**src/source/soc_pkg.sv**
```systemverilog
// shared bus widths, address map, plic register offsets and decode types

package soc_pkg;

    ////////////////////////////////////////////////////////////
    // bus widths
    ////////////////////////////////////////////////////////////

    localparam int unsigned ADDR_WIDTH = 32;
    localparam int unsigned DATA_WIDTH = 32;
    localparam int unsigned STRB_WIDTH = DATA_WIDTH / 8;   // one strobe per byte lane

    typedef logic [ADDR_WIDTH-1:0] addr_t;
    typedef logic [DATA_WIDTH-1:0] data_t;
    typedef logic [STRB_WIDTH-1:0] strb_t;

    ////////////////////////////////////////////////////////////
    // address map
    ////////////////////////////////////////////////////////////

    localparam addr_t MEM_BASE  = 32'h0000_0000;   // main memory, size set by MEM_WORDS
    localparam addr_t PLIC_BASE = 32'h0C00_0000;
    localparam addr_t PLIC_SPAN = 32'h0000_1000;   // 4 KiB window

    // offset bits inside the plic window
    localparam int unsigned PLIC_OFF_W = $clog2(PLIC_SPAN);

    // plic word offsets
    typedef enum logic [PLIC_OFF_W-1:0] {
        REG_PENDING = 'h000,   // read only, level latched
        REG_ENABLE  = 'h004,   // read/write mask
        REG_CLAIM   = 'h008    // read returns id and clears it
    } plic_reg_e;

    // crossbar decode result
    typedef enum logic [1:0] {
        SLV_MEM,
        SLV_PLIC,
        SLV_NONE   // unmapped, answered by the crossbar
    } slave_sel_e;

endpackage : soc_pkg

```
**src/source/apb_xbar.sv**
```systemverilog
// apb crossbar: address decode, slave selects, response mux and decode error slave

`timescale 1ns/10ps

module apb_xbar import soc_pkg::*; #(
    parameter int unsigned MEM_WORDS = 256
) (
    input  logic  clk_i,
    input  logic  arst_n_i,

    // from the master
    input  logic  psel_i,
    input  logic  penable_i,
    input  addr_t paddr_i,

    // slave selects
    output logic  mem_psel_o,
    output logic  plic_psel_o,

    // memory response
    input  data_t mem_prdata_i,
    input  logic  mem_pready_i,
    input  logic  mem_pslverr_i,

    // plic response
    input  data_t plic_prdata_i,
    input  logic  plic_pready_i,
    input  logic  plic_pslverr_i,

    // back to the master
    output data_t prdata_o,
    output logic  pready_o,
    output logic  pslverr_o
);

    localparam addr_t MEM_SPAN = addr_t'(MEM_WORDS * STRB_WIDTH);   // memory window in bytes

    slave_sel_e sel_d;   // decode of the live address
    slave_sel_e sel_q;   // decode held from setup

    ////////////////////////////////////////////////////////////
    // address decode
    ////////////////////////////////////////////////////////////

    // offset compare, unsigned wrap keeps addresses below the base out
    always_comb begin
        if ((paddr_i - MEM_BASE) < MEM_SPAN) begin
            sel_d = SLV_MEM;
        end else if ((paddr_i - PLIC_BASE) < PLIC_SPAN) begin
            sel_d = SLV_PLIC;
        end else begin
            sel_d = SLV_NONE;   // nothing mapped here
        end
    end

    assign mem_psel_o  = psel_i && (sel_d == SLV_MEM);
    assign plic_psel_o = psel_i && (sel_d == SLV_PLIC);

    // latch decode in the setup cycle
    always_ff @(posedge clk_i or negedge arst_n_i) begin
        if (!arst_n_i) begin
            sel_q <= SLV_NONE;
        end else if (psel_i && !penable_i) begin
            sel_q <= sel_d;
        end
    end

    ////////////////////////////////////////////////////////////
    // response mux
    ////////////////////////////////////////////////////////////

    always_comb begin
        prdata_o  = '0;   // quiet bus outside the access phase
        pready_o  = 1'b0;
        pslverr_o = 1'b0;
        if (psel_i && penable_i) begin
            unique case (sel_q)
                SLV_MEM: begin
                    prdata_o  = mem_prdata_i;
                    pready_o  = mem_pready_i;
                    pslverr_o = mem_pslverr_i;
                end
                SLV_PLIC: begin
                    prdata_o  = plic_prdata_i;
                    pready_o  = plic_pready_i;
                    pslverr_o = plic_pslverr_i;
                end
                default: begin
                    pready_o  = 1'b1;   // decode error, done at once
                    pslverr_o = 1'b1;
                end
            endcase
        end
    end

endmodule : apb_xbar

```
**config.mk**
```make
export PLATFORM = sky130hd
export DESIGN_NAME = apb_xbar
export DESIGN_NICKNAME = d
export VERILOG_FILES = /design/src/source/soc_pkg.sv /design/src/source/apb_xbar.sv
export SDC_FILE = /design/constraint.sdc
export NUM_CORES = 1
export LEC_CHECK = 0
export ABC_AREA = 1
export BUFFER_PORTS_ARGS = -buffer_cell sky130_fd_sc_hd__buf_2
export CAP_MARGIN = 5
export CORE_MARGIN = 5
export CORE_UTILIZATION = 28
export CTS_BUF_LIST = sky130_fd_sc_hd__clkbuf_4 sky130_fd_sc_hd__clkbuf_8
export CTS_CLUSTER_SIZE = 14
export DETAILED_ROUTE_END_ITERATION = 12
export PLACE_DENSITY = 0.9
export REMOVE_ABC_BUFFERS = 1
export SYNTH_ARGS = -nofsm -noshare
export SYNTH_HDL_FRONTEND = slang
export SYNTH_SLANG_ARGS = --single-unit
```
**constraint.sdc**
```tcl
create_clock -name clk_i -period 2 [get_ports clk_i]
set_input_delay 0.1 -clock clk_i [delete_from_list [all_inputs] [get_ports clk_i]]
set_output_delay 0.1 -clock clk_i [all_outputs]
set_load 0.05 [all_outputs]
```
==> impl_metrics.ini <==
[sta]
slew_headroom_pct = 64.9
clock_skew_ns = 0
hold_viol = 0
tightest_slew_ns = 0.526
period_minus_slack_ns = 1.73
rsz0062_at_grt = no
finalCritPeriodShare_pct = 86.3
setup_viol_count_final = 0
holdWs_ns = 0.166
timing.fmax_mhz = 579
finalMaxSlewViolations = 0

[routing]
drc = 0
drt_iter0_markers = 89
post_drt_wl_per_cell_um = 11.0
viasPerCell = 4.43
drt_wl_total_mm = 3.43
first_pass_iters = 4
final_antenna_net_count = 0
via_count = 1388

[clock_tree]
cts.sinks = 2
insertion_delay_ns = 0.23
clk_pin_slew_ns = 0.04
cts.repair.resized = 0
cts_tree = yes
htreeDepth = 1
clock_path_buffers = 2
root_buffer = clkbuf_4
post_cts_buffers = 0
cts_buffers = 3

[setup_path]
rr_worst_depth = 2
crit_type = flip-flop to output port
worstPathMaxFanout = 26
required_ns = 1.90
crit_buf_inv = 3
critPathMaxStageDelay_ns = 0.55
critPathArrivalTime_ns = 1.63
r2r_end = sel_q[1]
crit_family = buffers and inverters
crit_chain = nor2_2, buf_4, inv_1, nor2_1, nor3_1, buf_2
rrSetupSlack_ns = 1.22
setup.worst_path.end_class = output port
worst_path_max_delay_cell = dfstp_2
reg2reg_from = sel_q[1]
startpoint_type = flip-flop

[final_layout]
area_growth_syn_to_layout_pct = 98.6
top_register = sel_q
finalNetCount = 388
post-route-util_pct = 57.2
reg_top3 = sel_q x2
fillers = 265
drive_gt1_share_pct = 50.2
layout.area.seq_um2 = 51.3
largest_reg_flops = 2
antenna_cells = 0
multiInputGateArea_um2 = 584

[synth]
ys_seq_area_share_pct = 7.26
synthCells = 154
ys_warn_count = 0
avgSynthCellArea_um2 = 4.59
ys_ff_latch = 2
synth_top_area_share_pct = 38.8
yosysTopAreaCell = nand2_1
yosysUniqueCellTypes = 15
synthesis.area_um2 = 707
synthTopCellsByArea = nand2_1, a21oi_1, nor2_1

[die]
die_w_um = 60.2
die_height_um = 60.2
initial_core_util_pct = 28.8
rows = 18
pin_count = 140
core_um2 = 2450
die_area_um2 = 3630

[global_routing]
grt.total_usage_pct = 16.7
grt_pass1_wl_mm = 4.86
grt_max_degree = 34
antenna_found_initial = 0
grt_pass1_vias = 1241
grt_remaining_overflow = 0

[pwr]
p_leak_nw = 0.812
ir_drop_mv = 0.304
cellPowerDensity_nw_per_um2 = 377

[run]
drv_cap = 0

[place]
io_buffers = 129
dpl.hpwl_mm = 2.83
gp_congestion = 0.768

[outcome]
status = complete, no violations

[worst_hold_path]
hold_path_class = input port to asynchronous set/reset pin
cells by family (layout without fill, tap and decap cells):
| logic type | after synthesis | after routing | share of synthesized area [%] |
|---|---|---|---|
| compound gates | 34 | 34 | 24.1 |
| buf+inv | 13 | 142 | 10.1 |
| flops | 2 | 2 | 7.26 |
| simple gates | 105 | 105 | 58.6 |
power by group:
| part | internal, mW | total (mW) | switching [mW] | leakage, nW |
|---|---|---|---|---|
| registers | 0.0473 | 0.0528 | 0.00558 | 0.0226 |
| logic | 0.129 | 0.361 | 0.232 | 0.771 |
| clock network | 0.0879 | 0.116 | 0.0278 | 0.0184 |
| total | 0.264 | 0.530 | 0.266 | 0.812 |
synthesized netlist by cell type:
library cell	count
clkbuf_1	3
nand2_1	73
buf_4	6
inv_2	1
nor2_4	1
nor3_1	3
nor2_2	1
inv_1	3
o21ai_0	1
dfstp_2	1
a21oi_1	33
nand3_1	3
or2_2	1
dfrtp_1	1
nor2_1	23
worst max-delay path by stage:
stage                  start           end  slack, ns  cells past startpoint
global route        sel_q[0]  prdata_o[27]       0.12                      6
CTS                 sel_q[1]     pslverr_o       0.26                      6
floorplan           sel_q[0]   prdata_o[0]      -0.07                      3
detailed placement  sel_q[1]     pslverr_o       0.49                      6
global placement    sel_q[1]      pready_o       0.52                      6
finish              sel_q[1]     pslverr_o       0.27                      6
cells in the final DEF (no fill, tap or decap), types with 3 or more instances in the layout:
cell type    n
a21oi_1     33
nand2_1     73
nand3_1      3
nor2_1      23
clkbuf_4     4
nor3_1       3
buf_2      129
inv_1        3
buf_4        4
timing repair:
| item | in CTS | in global routing |
|---|---|---|
| endpoints found under the setup margin | 0 | 0 |
| endpoints found under the hold margin | 2 | 0 |
| hold buffers | 1 | 0 |
through the flow:
step	total power, mW	worst slack [ns]	cells	setup TNS [ns]	area, um^2
2_1_floorplan	0.265	-0.0675	145	-2.24	651
3_3_place_gp	0.411	0.519	308	0	1360
3_5_place_dp	0.415	0.492	308	0	1360
4_1_cts	0.535	0.257	313	0	1400
5_1_grt	0.573	0.119	313	0	1400
6_report	0.530	0.273	313	0	1400
routing by layer:
metal | vias up | track usage, % | wire length (um)
met5 | - | 0 | 0
met4 | 0 | 3.80 | 0
met3 | 0 | 4.10 | 409
met2 | 59 | 33.6 | 1860
met1 | 580 | 16.5 | 1160
li1 | 749 | - | -
cell type report:
class	instances	area share [%]
repair buffers	134	48.8
clock buffers	4	2.14
inverters	4	1.07
well taps	30	2.67
multi-input cells	139	41.6
flip-flops and latches	2	3.65
(Power assumes the default switching activity.)
