File: src/source/soc_pkg.sv
// shared bus widths, address map, plic register offsets and decode types

package soc_pkg;

    ////////////////////////////////////////////////////////////
    // bus widths
    ////////////////////////////////////////////////////////////

    localparam int unsigned ADDR_WIDTH = 32;
    localparam int unsigned DATA_WIDTH = 32;
    localparam int unsigned STRB_WIDTH = DATA_WIDTH / 8;   // one strobe per byte lane

    typedef logic [ADDR_WIDTH-1:0] addr_t;
    typedef logic [DATA_WIDTH-1:0] data_t;
    typedef logic [STRB_WIDTH-1:0] strb_t;

    ////////////////////////////////////////////////////////////
    // address map
    ////////////////////////////////////////////////////////////

    localparam addr_t MEM_BASE  = 32'h0000_0000;   // main memory, size set by MEM_WORDS
    localparam addr_t PLIC_BASE = 32'h0C00_0000;
    localparam addr_t PLIC_SPAN = 32'h0000_1000;   // 4 KiB window

    // offset bits inside the plic window
    localparam int unsigned PLIC_OFF_W = $clog2(PLIC_SPAN);

    // plic word offsets
    typedef enum logic [PLIC_OFF_W-1:0] {
        REG_PENDING = 'h000,   // read only, level latched
        REG_ENABLE  = 'h004,   // read/write mask
        REG_CLAIM   = 'h008    // read returns id and clears it
    } plic_reg_e;

    // crossbar decode result
    typedef enum logic [1:0] {
        SLV_MEM,
        SLV_PLIC,
        SLV_NONE   // unmapped, answered by the crossbar
    } slave_sel_e;

endpackage : soc_pkg

File: src/source/plic_lite.sv
// reduced plic: pending and enable registers, claim logic, external interrupt line

`timescale 1ns/10ps

module plic_lite import soc_pkg::*; #(
    parameter int unsigned NUM_SRC = 8
) (
    input  logic               clk_i,
    input  logic               arst_n_i,

    // apb slave port
    input  logic               psel_i,
    input  logic               penable_i,
    input  logic               pwrite_i,
    input  addr_t              paddr_i,
    input  data_t              pwdata_i,
    output data_t              prdata_o,
    output logic               pready_o,
    output logic               pslverr_o,

    // interrupts
    input  logic [NUM_SRC-1:0] irq_src_i,
    output logic               irq_o
);

    // source 0 is reserved
    localparam logic [NUM_SRC-1:0] SRC_MASK = {{(NUM_SRC-1){1'b1}}, 1'b0};

    logic [NUM_SRC-1:0]    pending_q;
    logic [NUM_SRC-1:0]    enable_q;
    logic [NUM_SRC-1:0]    active;     // pending and enabled
    logic [NUM_SRC-1:0]    claim_oh;   // lowest active source, one hot
    data_t                 claim_id;
    logic [PLIC_OFF_W-1:0] reg_off;
    logic                  acc;
    logic                  claim_rd;
    data_t                 rd_data;
    logic                  bad_off;

    assign acc     = psel_i && penable_i;
    assign reg_off = paddr_i[PLIC_OFF_W-1:0];   // base already matched by the crossbar

    ////////////////////////////////////////////////////////////
    // claim and interrupt
    ////////////////////////////////////////////////////////////

    assign active = pending_q & enable_q;
    assign irq_o  = |active;   // single external target

    // walk downwards so the lowest id wins
    always_comb begin
        claim_id = '0;
        claim_oh = '0;
        for (int i = NUM_SRC - 1; i >= 1; i--) begin
            if (active[i]) begin
                claim_id    = data_t'(i);
                claim_oh    = '0;
                claim_oh[i] = 1'b1;
            end
        end
    end

    assign claim_rd = acc && !pwrite_i && (reg_off == REG_CLAIM);

    ////////////////////////////////////////////////////////////
    // registers
    ////////////////////////////////////////////////////////////

    always_ff @(posedge clk_i or negedge arst_n_i) begin
        if (!arst_n_i) begin
            pending_q <= '0;
            enable_q  <= '0;
        end else begin
            // level sources re-pend while still high
            pending_q <= ((pending_q & ~(claim_rd ? claim_oh : '0)) | irq_src_i) & SRC_MASK;
            if (acc && pwrite_i && (reg_off == REG_ENABLE)) begin
                enable_q <= pwdata_i[NUM_SRC-1:0] & SRC_MASK;
            end
        end
    end

    // read mux and offset check
    always_comb begin
        rd_data = '0;
        bad_off = 1'b0;
        case (reg_off)
            REG_PENDING: rd_data = data_t'(pending_q);   // writes ignored
            REG_ENABLE:  rd_data = data_t'(enable_q);
            REG_CLAIM:   rd_data = claim_id;             // 0 when nothing to claim
            default:     bad_off = 1'b1;
        endcase
    end

    assign pready_o  = acc;   // no wait states
    assign pslverr_o = acc && bad_off;
    assign prdata_o  = (acc && !pwrite_i) ? rd_data : '0;

endmodule : plic_lite

File: config.mk
export PLATFORM = sky130hd
export DESIGN_NAME = plic_lite
export DESIGN_NICKNAME = d
export VERILOG_FILES = /design/src/source/soc_pkg.sv /design/src/source/plic_lite.sv
export SDC_FILE = /design/constraint.sdc
export NUM_CORES = 1
export LEC_CHECK = 0
export BUFFER_PORTS_ARGS = -buffer_cell sky130_fd_sc_hd__buf_2
export CAP_MARGIN = 20
export CELL_PAD_IN_SITES_DETAIL_PLACEMENT = 0
export CELL_PAD_IN_SITES_GLOBAL_PLACEMENT = 1
export CORE_MARGIN = 5
export CORE_UTILIZATION = 20
export DETAILED_ROUTE_END_ITERATION = 8
export PLACE_DENSITY = 0.84
export SETUP_SLACK_MARGIN = 0.05
export SLEW_MARGIN = 40
export SYNTH_ARGS = -nofsm -noshare
export SYNTH_HDL_FRONTEND = slang
export SYNTH_SLANG_ARGS = --single-unit
export TNS_END_PERCENT = 10
File: constraint.sdc
create_clock -name clk_i -period 2 [get_ports clk_i]
set_input_delay 0.4 -clock clk_i [delete_from_list [all_inputs] [get_ports clk_i]]
set_output_delay 0.4 -clock clk_i [all_outputs]
set_load 0.02 [all_outputs]
==> metrics.md <==
| Metric | Value |
|---|---|
| Status | `finished with violations` |
| Failing checks | `setup timing` |
| Setup violators final | `6` |
| Starting DRC count in detailed routing | `6` |
| Nets | `243` |
| Clock Skew | `0.003734 ns` |
| Final count of hold timing violations | `0` |
| Commonest non-fill, non-tap cell in the layout | `buf_2` |
| Via density | `3.970` |
| Layout cells sized above 1 | `46.06%` |
| Die Width | `82.32 um` |
| Vias in the first global route | `842` |
| IO Pins | `112` |
| GRT overflow | `0` |
| Main flop type after synthesis | `dfrtp_1` |
| Crit path kind | `in2out` |
| Reg2Reg Setup Slack | `0.71 ns` |
| Number of max-cap violations | `0` |
| Critical path fanouts, max | `6` |
| Final Cell Area | `0.001500 sq mm` |
| Post-synthesis sequential area ratio | `33.49%` |
| H-tree depth | `1` |
| Max-slew violations | `0` |
| Count of non-filler cells in the finished layout | `235` |
| Distinct cells, synth | `28` |
| CTS clk-pin slew, worst paths | `0.06 ns` |
| Period utilization | `108.6%` |
| DR pass1 iterations | `4` |
| Largest net degree at the start of global routing | `15` |
| Initial antenna violation count | `0` |
| Comb pwr share | `18.3%` |
| Internal power | `0.0004989 W` |
| Placed cell areas | `0.001350 sq mm` |
| Layout area overhead | `43.42%` |
| Cell area after synthesis | `0.001046 sq mm` |
| Mapped Cells | `116` |
| EDFF count, synth | `0` |
| RR Endpoint | `pending_q[7]$_DFF_PN0_` |
| Number of remaining DRC errors | `0` |
| Crit path launch type | `input port` |
| Power Density | `456.6 mW/mm^2` |
| Inst Count DP | `230` |
| Synth Register Bits | `14` |
| Unrepaired setup endpoints after global routing | `true` |
| CP arrival | `1.77 ns` |
| Maximum clock insertion buffer count | `2` |
| Clk network pwr share | `40.3%` |
| Most frequent cells in the layout | `buf_2, conb_1, buf_4` |
| Remaining antenna violation count | `0` |
| Core Area | `0.005107 sq mm` |
| CP Capture Type | `output port` |
| Sw frac | `27.17%` |
| N_diodes | `0` |
| DIE HEIGHT | `82.32 um` |
| TritonCTS clock tree | `built` |
| First-pass GRT wire length | `3.946 mm` |
| Final worst path period need | `2.173 ns` |
| Reg power frac | `41.4%` |
| Worst VDD drop | `0.2957 mV` |
| Data required time of the worst path | `1.60 ns` |
| Net Switching | `0.0001861 W` |
| Via count | `933` |
| Register area | `350.3 sq um` |
| Clock sinks | `14` |
| Site Rows | `26` |
| FMAX | `460.3 MHz` |
| Setup TNS | `-0.9099 ns` |
| # port buffers | `41` |
| # fillers | `591` |
| Footprint of the multi-input gates | `676.9 sq um` |
| Avg Cell Area, Syn | `9.017 sq um` |
| Hpwl dp | `2.282 mm` |
| Routed Wire Length | `2.737 mm` |
| Gr usage total | `7.897%` |
| DIE AREA | `0.006777 sq mm` |
| Type of the worst min-delay path | `in2async` |
| RePlAce Congestion | `0.7857` |
| Ys Warns | `0` |
| FFs w/ async S/R, synth | `100.0%` |
| Initial Utilization | `20.48%` |
| Fin worst setup slack | `-0.1726 ns` |
| Reg2Reg Depth | `5` |
| Leak Pwr | `0.6925 nW` |
| Clk_lat worst skew | `0.25 ns` |
| RR Startpoint | `enable_q[2]$_DFFE_PN0P_` |
| Cts bufs inserted | `3` |
| Routed length per instance | `11.65 um` |
| Root Buffer | `clkbuf_8` |
-- sequential cells by signal, indices dropped and copies added, names as in the netlist --
signal     count
pending_q      7
enable_q       7
-- repair_timing --
item | 4_1_cts | 5_1_grt
setup endpoints to repair | 8 | 9
gates resized for setup | 13 | 8
hold buffers | 0 | 0
pin swaps | 1 | 3
setup buffers | 1 | 0
-- per-layer routing --
layer	up-vias	GRT usage, %	part of all wire [%]
met5	-	0	0
met4	0	1.993	0.62
met3	2	3.362	9.8
met2	37	12.10	47
met1	432	10.17	43
li1	462	-	-
-- per-stage QoR --
step                      util, %  total power (W)  setup WS, ns  hold slack, ns
after floorplan                 -        0.0003908      -0.07596          0.1044
after global placement      26.43        0.0004049       -0.3278          0.3121
after detailed placement    26.43        0.0004049       -0.3095          0.3104
after CTS                   28.71        0.0006944       -0.2209         0.03964
after global routing        29.37        0.0007200       -0.2528         0.04911
final                       29.37        0.0006850       -0.1726         0.03907
-- cells by family (layout without fill, tap and decap cells) --
family                 count (synthesis)  in the layout  synth area share [%]
muxes                                 14             14                 14.24
other                                  1             24                0.3585
buffers and inverters                 30             56                 19.50
AOI/OAI and AO/OA                     15             15                 10.05
and+or+nand+nor                       42             42                 22.37
DFF                                   14             14                 33.49
-- cell type report --
type                       instances  share of cell area (%)
inverter                           2                  0.5004
multi-input combinational         95                   45.12
tap                               70                   5.838
sequential                        14                   23.35
timing repair buffer              50                   21.52
clock buffer                       4                   3.670
-- cells in the mapped netlist (3+ instances only) --
cell type | count | area share, %
mux2_2 | 7 | 7.5
nand4_1 | 3 | 1.8
nor4_1 | 3 | 1.8
dfrtp_1 | 14 | 33
buf_4 | 24 | 17
nand3_1 | 7 | 3.3
clkbuf_1 | 3 | 1.1
a21o_1 | 6 | 4.3
nor2_1 | 10 | 3.6
nand2_1 | 10 | 3.6
mux2i_1 | 7 | 6.7
-- worst max path at each step --
stage	from	end
6_report	paddr_i[6]	prdata_o[1]
3_3_place_gp	paddr_i[7]	prdata_o[1]
4_1_cts	paddr_i[7]	prdata_o[1]
3_5_place_dp	paddr_i[7]	prdata_o[1]
5_1_grt	paddr_i[0]	prdata_o[1]
2_1_floorplan	paddr_i[2]	prdata_o[2]
-- critical path, stage by stage --
cell and delay [ns]:
buf_2 0.11, nor4_4 0.26, nand3_1 0.12, or4_4 0.44, buf_8 0.17, o21ai_4 0.13
buf_6 0.13
-- power groups by stage --
stage	combinational [W]	clock [W]	sequential, W
after global placement	0.000116	0	0.000289
final	0.000125	0.000276	0.000284
after CTS	0.000121	0.000289	0.000284
after global routing	0.000136	0.000300	0.000284
after detailed placement	0.000116	0	0.000289
after floorplan	0.000102	0	0.000289
Power figures use the tool's default switching activity.
